===== src/ci_ctrl_pkg.sv =====
package ci_ctrl_pkg;

    // band walk states.
    typedef enum logic [1:0] {
        IDLE,       // after reset, history is cleared.
        FILL,       // fewer than 17 columns seen in the band.
        RUN,        // every strobe completes a window.
        FINISHED    // last band done, strobes ignored.
    } ctrl_state_e;

    // bits needed to count 0 .. n-1, at least one.
    function automatic int cnt_w(input int n);
        int w;
        w = (n > 1) ? $clog2(n) : 1;
        return w;
    endfunction

endpackage


===== src/ci_geom_pkg.sv =====
package ci_geom_pkg;

    // ~~~~~~~~~~~~~~~~~~~~~~~~~~~~~~
    // pixel and window geometry
    // ~~~~~~~~~~~~~~~~~~~~~~~~~~~~~~

    localparam int PIX_W      = 8;
    localparam int WIN        = 17;               // radius 8 window side.
    localparam int CENTER_IDX = (WIN - 1) / 2;
    localparam int WIN_AREA   = WIN * WIN;        // 289.

    // ~~~~~~~~~~~~~~~~~~~~~~~~~~~~~~
    // arithmetic widths
    // ~~~~~~~~~~~~~~~~~~~~~~~~~~~~~~

    localparam int SUM_W    = 17;                 // holds 289 * 255.
    localparam int COLSUM_W = 13;                 // holds 17 * 255.
    localparam int REM_W    = 9;                  // remainder below 289.
    localparam int QUO_W    = PIX_W;              // mean fits one pixel.

    // largest sum a window of full-scale pixels can reach.
    localparam int WIN_SUM_MAX = WIN_AREA * ((1 << PIX_W) - 1);

    typedef logic [PIX_W-1:0]    pixel_t;
    typedef logic [SUM_W-1:0]    sum_t;
    typedef logic [COLSUM_W-1:0] colsum_t;
    typedef logic [QUO_W-1:0]    quo_t;

    // index 0 is row 0 of the band.
    typedef pixel_t [WIN-1:0] column_t;

endpackage


===== src/win_sum_if.sv =====
`timescale 1ns/1ps

interface win_sum_if;
    import ci_geom_pkg::*;

    logic   valid;     // one finished window.
    sum_t   sum;
    pixel_t center;
    logic   last;      // final window of the image.
    logic   clr;       // flush downstream pipeline.

    modport src (
        output valid,
        output sum,
        output center,
        output last,
        output clr
    );

    modport dst (
        input valid,
        input sum,
        input center,
        input last,
        input clr
    );

endinterface

===== src/ci_controller.sv =====
`timescale 1ns/1ps

module ci_controller #(
    parameter int COLS = 19,
    parameter int ROWS = 19
) (
    input  logic clk,
    input  logic rst,
    input  logic col_valid_i,
    output logic band_clr_o,
    output logic win_full_o,
    output logic last_col_o,
    output logic progress_done_o
);
    import ci_geom_pkg::*;
    import ci_ctrl_pkg::*;

    localparam int BANDS   = ROWS - WIN + 1;
    localparam int COL_CW  = cnt_w(COLS);
    localparam int BAND_CW = cnt_w(BANDS);

    ctrl_state_e        state_q;
    logic [COL_CW-1:0]  col_cnt_q;
    logic [BAND_CW-1:0] band_cnt_q;
    logic               band_end_q;
    logic               accept;
    logic               col_last;
    logic               band_last;

    assign accept    = col_valid_i && (state_q != FINISHED);
    assign col_last  = (col_cnt_q == COL_CW'(COLS - 1));
    assign band_last = (band_cnt_q == BAND_CW'(BANDS - 1));

    // ~~~~~~~~~~~~~~~~~~~~~~~~~~~~~~
    // summer control
    // ~~~~~~~~~~~~~~~~~~~~~~~~~~~~~~

    // idle covers the first band after reset.
    assign band_clr_o = (state_q == IDLE) || band_end_q;

    assign win_full_o = (state_q == RUN) ||
                        ((state_q != FINISHED) && (col_cnt_q == COL_CW'(WIN - 1)));

    assign last_col_o = (state_q != FINISHED) && band_last && col_last;

    // ~~~~~~~~~~~~~~~~~~~~~~~~~~~~~~
    // column and band counters
    // ~~~~~~~~~~~~~~~~~~~~~~~~~~~~~~

    always_ff @(posedge clk) begin
        if (rst) begin
            state_q         <= IDLE;
            col_cnt_q       <= '0;
            band_cnt_q      <= '0;
            band_end_q      <= 1'b0;
            progress_done_o <= 1'b0;
        end else begin
            band_end_q <= 1'b0;
            if (accept) begin
                if (col_last) begin
                    col_cnt_q  <= '0;
                    band_end_q <= 1'b1;              // next band starts empty.
                    if (band_last) begin
                        state_q         <= FINISHED;
                        progress_done_o <= 1'b1;     // held until reset.
                    end else begin
                        band_cnt_q <= band_cnt_q + 1'b1;
                        state_q    <= FILL;
                    end
                end else begin
                    col_cnt_q <= col_cnt_q + 1'b1;
                    if (col_cnt_q == COL_CW'(WIN - 1)) begin
                        state_q <= RUN;
                    end else if (state_q == IDLE) begin
                        state_q <= FILL;
                    end
                end
            end
        end
    end

    // a band clear never lands on a strobe that closes a window.
    a_clr_not_full : assert property (
        @(posedge clk) disable iff (rst)
        !(band_clr_o && win_full_o)
    );

endmodule


===== src/ci_r8_top.sv =====
`timescale 1ns/1ps

module ci_r8_top #(
    parameter int COLS = 19,
    parameter int ROWS = 19
) (
    input  logic                 clk,
    input  logic                 rst,
    input  logic                 col_valid_i,
    input  ci_geom_pkg::column_t col_i,
    output logic                 ci_o,
    output logic                 ci_valid_o,
    output logic                 done_o,
    output logic                 progress_done_o
);

    logic band_clr;
    logic win_full;
    logic last_col;

    // ~~~~~~~~~~~~~~~~~~~~~~~~~~~~~~
    // band and column walk
    // ~~~~~~~~~~~~~~~~~~~~~~~~~~~~~~

    ci_controller #(
        .COLS (COLS),
        .ROWS (ROWS)
    ) u_ctrl (
        .clk             (clk),
        .rst             (rst),
        .col_valid_i     (col_valid_i),
        .band_clr_o      (band_clr),
        .win_full_o      (win_full),
        .last_col_o      (last_col),
        .progress_done_o (progress_done_o)
    );

    // ~~~~~~~~~~~~~~~~~~~~~~~~~~~~~~
    // window sum and threshold
    // ~~~~~~~~~~~~~~~~~~~~~~~~~~~~~~

    win_sum_if win_sum ();

    ci_window_sum u_sum (
        .clk         (clk),
        .rst         (rst),
        .col_valid_i (col_valid_i),
        .col_i       (col_i),
        .band_clr_i  (band_clr),
        .win_full_i  (win_full),
        .last_col_i  (last_col),
        .sum_o       (win_sum.src)
    );

    ci_threshold u_thr (
        .clk        (clk),
        .rst        (rst),
        .sum_i      (win_sum.dst),
        .ci_o       (ci_o),
        .ci_valid_o (ci_valid_o),
        .done_o     (done_o)
    );

endmodule


===== src/ci_threshold.sv =====
`timescale 1ns/1ps

module ci_threshold (
    input  logic   clk,
    input  logic   rst,
    win_sum_if.dst sum_i,
    output logic   ci_o,
    output logic   ci_valid_o,
    output logic   done_o
);
    import ci_geom_pkg::*;

    sum_t             rem_in [QUO_W];
    quo_t             quo_in [QUO_W];
    sum_t             rem_d  [QUO_W];
    quo_t             quo_d  [QUO_W];
    sum_t             rem_q  [QUO_W];
    quo_t             quo_q  [QUO_W];
    pixel_t           ctr_q  [QUO_W];
    logic [QUO_W-1:0] vld_q;
    logic [QUO_W-1:0] last_q;
    logic [REM_W-1:0] rem_fin;
    logic             flush;

    assign flush = rst || sum_i.clr;

    // ~~~~~~~~~~~~~~~~~~~~~~~~~~~~~~
    // restoring divider by 289
    // ~~~~~~~~~~~~~~~~~~~~~~~~~~~~~~

    // stage s resolves quotient bit QUO_W-1-s.
    always_comb begin : div_step
        sum_t dvs;
        rem_in[0] = sum_i.sum;
        quo_in[0] = '0;
        for (int s = 1; s < QUO_W; s++) begin
            rem_in[s] = rem_q[s-1];
            quo_in[s] = quo_q[s-1];
        end
        for (int s = 0; s < QUO_W; s++) begin
            dvs      = sum_t'(WIN_AREA) << (QUO_W - 1 - s);
            quo_d[s] = quo_in[s];
            if (rem_in[s] >= dvs) begin
                rem_d[s]                 = rem_in[s] - dvs;
                quo_d[s][QUO_W - 1 - s] = 1'b1;
            end else begin
                rem_d[s] = rem_in[s];
            end
        end
    end

    always_ff @(posedge clk) begin
        for (int s = 0; s < QUO_W; s++) begin
            rem_q[s] <= rem_d[s];
            quo_q[s] <= quo_d[s];
        end
        ctr_q[0] <= sum_i.center;            // center rides along with its window.
        for (int s = 1; s < QUO_W; s++) begin
            ctr_q[s] <= ctr_q[s-1];
        end
    end

    always_ff @(posedge clk) begin
        if (flush) begin
            vld_q  <= '0;
            last_q <= '0;
        end else begin
            vld_q  <= {vld_q[QUO_W-2:0], sum_i.valid};
            last_q <= {last_q[QUO_W-2:0], sum_i.valid && sum_i.last};
        end
    end

    // ~~~~~~~~~~~~~~~~~~~~~~~~~~~~~~
    // ci compare
    // ~~~~~~~~~~~~~~~~~~~~~~~~~~~~~~

    assign rem_fin = rem_q[QUO_W-1][REM_W-1:0];

    always_ff @(posedge clk) begin
        ci_o <= (ctr_q[QUO_W-1] > quo_q[QUO_W-1]) ||
                ((ctr_q[QUO_W-1] == quo_q[QUO_W-1]) && (rem_fin == '0));
    end

    always_ff @(posedge clk) begin
        if (flush) begin
            ci_valid_o <= 1'b0;
            done_o     <= 1'b0;
        end else begin
            ci_valid_o <= vld_q[QUO_W-1];
            done_o     <= last_q[QUO_W-1];       // with the last window's ci.
        end
    end

    // all eight stages together must leave a proper remainder.
    a_rem_range : assert property (
        @(posedge clk) disable iff (rst)
        vld_q[QUO_W-1] |-> (rem_q[QUO_W-1] < sum_t'(WIN_AREA))
    );

endmodule


===== src/ci_window_sum.sv =====
`timescale 1ns/1ps

module ci_window_sum (
    input  logic                 clk,
    input  logic                 rst,
    input  logic                 col_valid_i,
    input  ci_geom_pkg::column_t col_i,
    input  logic                 band_clr_i,
    input  logic                 win_full_i,
    input  logic                 last_col_i,
    win_sum_if.src               sum_o
);
    import ci_geom_pkg::*;

    colsum_t col_sum;
    colsum_t hist_q [WIN];
    sum_t    win_sum_q;
    pixel_t  ctr_sh_q [CENTER_IDX+1];
    logic    valid_q;
    logic    last_q;
    logic    clr_q;

    // ~~~~~~~~~~~~~~~~~~~~~~~~~~~~~~
    // column sum
    // ~~~~~~~~~~~~~~~~~~~~~~~~~~~~~~

    always_comb begin
        col_sum = '0;
        for (int r = 0; r < WIN; r++) begin
            col_sum = col_sum + colsum_t'(col_i[r]);
        end
    end

    // ~~~~~~~~~~~~~~~~~~~~~~~~~~~~~~
    // column history and window sum
    // ~~~~~~~~~~~~~~~~~~~~~~~~~~~~~~

    // hist_q[0] is the newest column, hist_q[WIN-1] leaves next.
    always_ff @(posedge clk) begin
        if (band_clr_i) begin
            for (int i = 1; i < WIN; i++) begin
                hist_q[i] <= '0;
            end
            hist_q[0] <= col_valid_i ? col_sum : '0;   // first column may come with the clear.
            win_sum_q <= col_valid_i ? sum_t'(col_sum) : '0;
        end else if (col_valid_i) begin
            hist_q[0] <= col_sum;
            for (int i = 1; i < WIN; i++) begin
                hist_q[i] <= hist_q[i-1];
            end
            win_sum_q <= win_sum_q + sum_t'(col_sum) - sum_t'(hist_q[WIN-1]);
        end
    end

    // row-8 pixels, ctr_sh_q[CENTER_IDX] is the window center after a strobe.
    always_ff @(posedge clk) begin
        if (col_valid_i) begin
            ctr_sh_q[0] <= col_i[CENTER_IDX];
            for (int i = 1; i <= CENTER_IDX; i++) begin
                ctr_sh_q[i] <= ctr_sh_q[i-1];
            end
        end
    end

    // ~~~~~~~~~~~~~~~~~~~~~~~~~~~~~~
    // result strobe
    // ~~~~~~~~~~~~~~~~~~~~~~~~~~~~~~

    always_ff @(posedge clk) begin
        if (rst) begin
            valid_q <= 1'b0;
            last_q  <= 1'b0;
            clr_q   <= 1'b1;                 // flush threshold once out of reset.
        end else begin
            valid_q <= col_valid_i && win_full_i;
            last_q  <= col_valid_i && win_full_i && last_col_i;
            clr_q   <= 1'b0;
        end
    end

    assign sum_o.valid  = valid_q;
    assign sum_o.sum    = win_sum_q;
    assign sum_o.center = ctr_sh_q[CENTER_IDX];
    assign sum_o.last   = last_q;
    assign sum_o.clr    = clr_q;

    // running add and subtract must stay within a full-scale window.
    a_sum_range : assert property (
        @(posedge clk) disable iff (rst)
        win_sum_q <= sum_t'(WIN_SUM_MAX)
    );

endmodule


===== config.mk =====
export PLATFORM = sky130hd
export DESIGN_NAME = ci_r8_top
export DESIGN_NICKNAME = d
export VERILOG_FILES = /design/src/ci_ctrl_pkg.sv /design/src/ci_geom_pkg.sv /design/src/win_sum_if.sv /design/src/ci_controller.sv /design/src/ci_r8_top.sv /design/src/ci_threshold.sv /design/src/ci_window_sum.sv
export SDC_FILE = /design/constraint.sdc
export NUM_CORES = 1
export LEC_CHECK = 0
export BUFFER_PORTS_ARGS = -buffer_cell sky130_fd_sc_hd__buf_2
export CAP_MARGIN = 20
export CORE_UTILIZATION = 50
export CTS_CLUSTER_DIAMETER = 80
export DETAILED_ROUTE_END_ITERATION = 16
export PLACE_DENSITY = 0.68
export SETUP_SLACK_MARGIN = 0.2
export SLEW_MARGIN = 20
export SYNTH_ARGS = -nofsm -noshare
export SYNTH_HDL_FRONTEND = slang
export SYNTH_SLANG_ARGS = --single-unit

===== constraint.sdc =====
create_clock -name clk -period 9.58 [get_ports clk]
set_clock_uncertainty 0.15 [all_clocks]
set_input_delay 0.479 -clock clk [delete_from_list [all_inputs] [get_ports clk]]
set_output_delay 0.479 -clock clk [all_outputs]
set_load 0.01 [all_outputs]

; Yosys cells after proc, flatten, opt, wreduce, memory -nomap -nowiden
; Memory sizes are Yosys's and may differ from the RTL's.
; Index checks and enable logic that the tools add are counted.
[classes]
addsub = 28
n_lt_le_gt_ge = 9
eq_ne = 6
muxes = 50
bitwise_logic = 19
n_reduce_logical = 20
[ops]
columns = cell, count
row1 = 2-to-1 mux 13 bit, 19
row2 = adder 13 x 8 -> 13 bit, 15
row3 = 2-to-1 mux 17 bit, 10
row4 = adder 17 x 13 -> 17 bit, 1
row5 = ">= comparator 17 x 10 -> 1 bit, second input constant", 1
row6 = ">= comparator 17 x 11 -> 1 bit, second input constant", 1
row7 = ">= comparator 17 x 12 -> 1 bit, second input constant", 1
row8 = ">= comparator 17 x 13 -> 1 bit, second input constant", 1
row9 = ">= comparator 17 x 14 -> 1 bit, second input constant", 1
row10 = ">= comparator 17 x 15 -> 1 bit, second input constant", 1
row11 = ">= comparator 17 x 16 -> 1 bit, second input constant", 1
row12 = ">= comparator 17 x 9 -> 1 bit, second input constant", 1
row13 = bitwise OR 1 bit, 17
row14 = "subtractor 17 x 10 -> 17 bit, second input constant", 1
row15 = "subtractor 17 x 11 -> 17 bit, second input constant", 1
row16 = "subtractor 17 x 12 -> 17 bit, second input constant", 1
row17 = subtractor 17 x 13 -> 17 bit, 1
row18 = "subtractor 17 x 13 -> 17 bit, second input constant", 1
row19 = "subtractor 17 x 14 -> 17 bit, second input constant", 1
row20 = "subtractor 17 x 15 -> 17 bit, second input constant", 1
row21 = "subtractor 17 x 16 -> 17 bit, second input constant", 1
row22 = "subtractor 17 x 9 -> 17 bit, second input constant", 1
row23 = 2-to-1 mux 1 bit, 16
row24 = "equality test 5 bit, second input constant", 2
row25 = 19 further kinds, 35
[totals]
ff_bits = 50
ram_bits = 557
out_inout_bits = 4
elab_cells = 151
n_memories = 5
[mem_list]
columns = memory, words, word_bits, rd, rd_ports_with_merged_regs, wr, line
row1 = u_sum.hist_q, 17, 13, 17, 0, 17, ci_window_sum.sv:16  ; colsum_t hist_q [WIN];
row2 = u_thr.rem_q, 8, 17, 8, 0, 8, ci_threshold.sv:17  ; sum_t rem_q [QUO_W];
row3 = u_sum.ctr_sh_q, 9, 8, 9, 0, 9, ci_window_sum.sv:18  ; pixel_t ctr_sh_q [CENTER_IDX+1];
row4 = u_thr.ctr_q, 8, 8, 8, 0, 8, ci_threshold.sv:19  ; pixel_t ctr_q [QUO_W];
row5 = u_thr.quo_q, 8, 8, 8, 0, 8, ci_threshold.sv:18  ; quo_t quo_q [QUO_W];

; Depth between registers and ports, before layout
[logic_depth]
word_depth = 20
mapped_depth = 33

; Modules after synthesis
; A second synthesis with hierarchy kept.
[hier_totals]
cells_unflattened = 2136
hier_area_um2 = 24053.1
[by_module_without_submodules]
columns = mod, instances, cells_per_inst, area_per_inst_um2, seq_area_each_um2
row1 = ci_window_sum, 1, 1375, 15571.2, 7417.1
row2 = ci_threshold, 1, 696, 7907.6, 4944.7
row3 = ci_controller, 1, 65, 574.3, 220.2

; Worst setup path after synthesis
; Ideal clock, no wire load.
[synth_timing]
kind = input to register
startpoint = input col_i[0] in the netlist's numbering
endpoint = register u_sum.win_sum_q[12] (netlist: u_sum.sum_o.sum[12]), data pin
setup_time_ns = 0.136
arrival_time_ns = 7.738
slack_ns = 1.556
cell_stages = 26
cell_sequence = ha_1 -> inv_1 -> fa_1 -> xnor2_1 -> fa_1 -> inv_1 -> fa_1 -> fa_1 -> fa_1 -> fa_1 -> inv_1 -> fa_1 -> ha_1 -> fa_1 -> a211oi_1 -> o21bai_1 -> a2111oi_0 -> nor2_1 -> xor2_1 -> fa_1 -> ha_1 -> nand2_1 -> inv_1 -> a221o_1 -> a2111o_1 -> nand3_1
[synth_between]
elab_chain_cells = 20
elab_cells_between_ends = 21
classes_between = add/sub: 18 / mux: 3
[synth_lines]
columns = item, line
row1 = start: declaration, ci_r8_top.sv:10  ; input ci_geom_pkg::column_t col_i,
row2 = adder 8 x 8 -> 9 bit (*), ci_window_sum.sv:30  ; col_sum = col_sum + colsum_t'(col_i[r]);
row3 = adder 13 x 8 -> 13 bit (*) (15 in a row), ci_window_sum.sv:30
row4 = adder 17 x 13 -> 17 bit, ci_window_sum.sv:51  ; win_sum_q <= win_sum_q + sum_t'(col_sum) - sum_t'(hist_q[WIN-1]);
row5 = subtractor 17 x 13 -> 17 bit, ci_window_sum.sv:51
row6 = 2-to-1 mux 17 bit, ci_window_sum.sv:46  ; end else if (col_valid_i) begin
row7 = 2-to-1 mux 17 bit (*), ci_window_sum.sv:40  ; if (band_clr_i) begin
row8 = end signal: assignment, ci_window_sum.sv:45  ; win_sum_q <= col_valid_i ? sum_t'(col_sum) : '0;
row9 = end signal: assignment, ci_window_sum.sv:51
row10 = end: declaration, ci_window_sum.sv:17  ; sum_t win_sum_q;
; Mark *: on every way between the ends. The rest lies on a longest branch, timed or not. The select of a mux whose other input is x is not followed.
; A chain may end at the register's enable or synchronous reset.

; Final worst setup path
[layout_timing]
startpoint = input col_i[0] in the netlist's numbering
endpoint = register u_sum.win_sum_q[14] (netlist: u_sum.sum_o.sum[14]), data pin
[layout_between]
elab_chain_cells = 20
[layout_lines]
columns = item, line
row1 = adder 8 x 8 -> 9 bit, ci_window_sum.sv:30
row2 = adder 13 x 8 -> 13 bit (15 in a row), ci_window_sum.sv:30
row3 = adder 17 x 13 -> 17 bit, ci_window_sum.sv:51
row4 = subtractor 17 x 13 -> 17 bit, ci_window_sum.sv:51
row5 = 2-to-1 mux 17 bit, ci_window_sum.sv:46
row6 = 2-to-1 mux 17 bit, ci_window_sum.sv:40
; No other way between the ends. The select of a mux whose other input is x is not followed.

==> results.md <==
* Status: finished clean
* Routed Antenna Nets at 0
* Critical path class: in -> reg
* Initial Util at 50.5%
* Slew Limit Fails at 0
* Fill count at about 3800
* Critical path data required time at roughly 10 ns
* RSZ-0062 raised after global routing: false
* Die area at 0.0478 mm2
* Setup-failing EPs final at 0
* Share of cells above drive strength 1 at about an eighth
* Area grow syn2layout at 14.2%
* Upper clock frequency limit at between 0.1 and 0.15 GHz
* WL/cell at between 10 and 15 um
* Fin crit period at ~8 ns
* Hold Crit Class: reg -> reg
* First-pass GRT wire length at roughly 66000 um
* Via count at ~14000
* # port buffers at approximately 140
* Top_reg_cell synth: dfxtp_1
* Syn_nets at about 2400
* CP max stage delay at around 0.54 ns
* Number of synthesized flops with an enable pin at approximately 120
* Ys Warns at 0
* TritonCTS Buffers at 56
* Most common cell after layout, fill and taps aside: dfxtp_1
* Largest net degree at the start of global routing at just over 100
* Post-Syn Area at ~0.023 mm2
* Core ar. at 0.0465 mm2
* Hold Vio Cnt, Final at 0
* CP max-delay cell: fa_1
* Crit path DAT at 8.38 ns
* Tot GR Track Use at approximately 17%
* CTS Sinks at around 570
* Seq cells post-synth at 571
* CTS max path bufs at 3
* Setup bufs post-CTS at 0
* Dpl hpwl at approximately 29000 um
* DR vias/cell at around 5
* Count of nets after finishing at about 2500
* M3 GR Usage at under 10%
* Worst setup SP type: input pin
* Routed wire length at 40000 um
* Crit path capture type: flip-flop
* Gpl congestion at about 0.87
* Worst slew pin tran at approximately 1.0 ns
* DRC at 0
* GRT overflow at 0
* Die width at 219 um
* Critical-path maximum fanout at 6
* Buffers and inverters on the worst path at 4
* Met1 Usage GRT at about 21%
* TNS Setup at 0 ns
* Fin crit share at between 80 and 90%
* Top cell by count, worst path: fa_1
* Clock root cell: clkbuf_16
* Grt met2 use at a little under 30%
* 1st-pass router iterations at 5
* Reg-to-reg setup timing slack at between 6 and 7 ns
* Syn_area_per_cell at between 10 and 15 um2
* Die H at 219 um
* Vias in the first global route at 14100
* Detailed Route Iter0 Violations at 704
* CTS H-tree depth at 2
* Row Count at 79
* Grt peak-use layer: met2
* CTS tree: built
* Post-synthesis cell count at roughly 2000
* Worst-path clk slew at approximately 0.060 ns
* Initial antenna violation count at 1
* Fraction of registers with async set/reset at 0%
* Io pins at ~140
* Synth cell types at 67
* Most frequent cells in the layout: dfxtp_1 (456), nor2_1 (276), mux2i_1 (200)
* Clk_lat worst skew at 0.61 ns
* MaxCap Viol Count at 0
* # diodes at 0
* Crit-path leading delay family: adder cells
* Max_slew headroom at between 30 and 40%
* Sequential share of the synthesized area at between 50% and 60%
==> cell type report <==
class | instances | area [um2] | area share (%)
flip-flops and latches | 571 | 12600 | 46.9
multi-input cells | 1211 | 9930 | 37.1
clock buffers | 74 | 1580 | 5.90
repair buffers | 157 | 856 | 3.19
well taps | 607 | 759 | 2.83
inverters | 193 | 727 | 2.71
clock inverters | 32 | 363 | 1.35
==> final timing paths <==
check,to,startpoint,cells after the start
max,u_sum.sum_o.sum[14],col_i[0],30
min,u_thr.quo_q[1][26],u_thr.quo_q[1][18],0
max reg2reg,u_sum.sum_o.sum[0],u_ctrl.state_q[1],5
min reg2reg,u_thr.quo_q[1][26],u_thr.quo_q[1][18],0
==> synth_stat cells, types with 35 or more instances <==
library cell | number | area (um2)
nor2_1 | 276 | 1040
xnor2_1 | 76 | 666
o21ai_0 | 35 | 175
nand2_1 | 83 | 312
clkbuf_1 | 55 | 206
ha_1 | 74 | 926
fa_1 | 123 | 2460
inv_1 | 192 | 721
edfxtp_1 | 115 | 3450
mux2i_1 | 200 | 2000
a21oi_1 | 42 | 210
dfxtp_1 | 456 | 9130
==> cell families (layout without fill, tap and decap cells) <==
group	count (synthesis)	in the layout	synth area share, %
flops	571	571	53.6
mux	204	204	8.72
fa+ha+maj	197	197	14.4
xor+xnor	98	98	3.66
compound gates	170	170	4.78
buf+inv	253	456	4.08
simple gates	542	542	10.7
==> state kept, by name, summed over array words and instances (netlist names), 5 cells and up <==
register and count:
u_sum.ctr_sh_q 72, u_thr.rem_q 128, u_sum.sum_o.sum 17, u_thr.vld_q 8, u_thr.last_q 8, u_thr.quo_q 36
u_thr.ctr_q 64, u_sum.hist_q 221, u_ctrl.col_cnt_q 5
==> what timing repair did <==
action	in CTS	in global routing
endpoints found under the hold margin	14	0
gates resized for setup	0	0
hold buffers	9	0
==> stage by stage <==
stage          hold WS, ns  cells  worst slack, ns  cell area, um2  util (%)
5_1_grt              0.179   2845             1.08           26800      57.7
3_5_place_dp         0.162   2730            0.889           24800      53.3
6_report             0.167   2845             1.50           26800      57.7
4_1_cts              0.168   2845             1.53           26800      57.7
2_1_floorplan        0.160   2035             1.56           23500         -
3_3_place_gp         0.160   2730             1.09           24800      53.3
==> metal layers <==
layer,up-vias,wire [um]
li1,7062,-
met1,6764,17300
met2,240,19800
met3,94,1330
met4,2,1480
met5,-,13
Power is not shown: default switching activity piles up to over one toggle a cycle in this logic, so the estimate is an artifact.
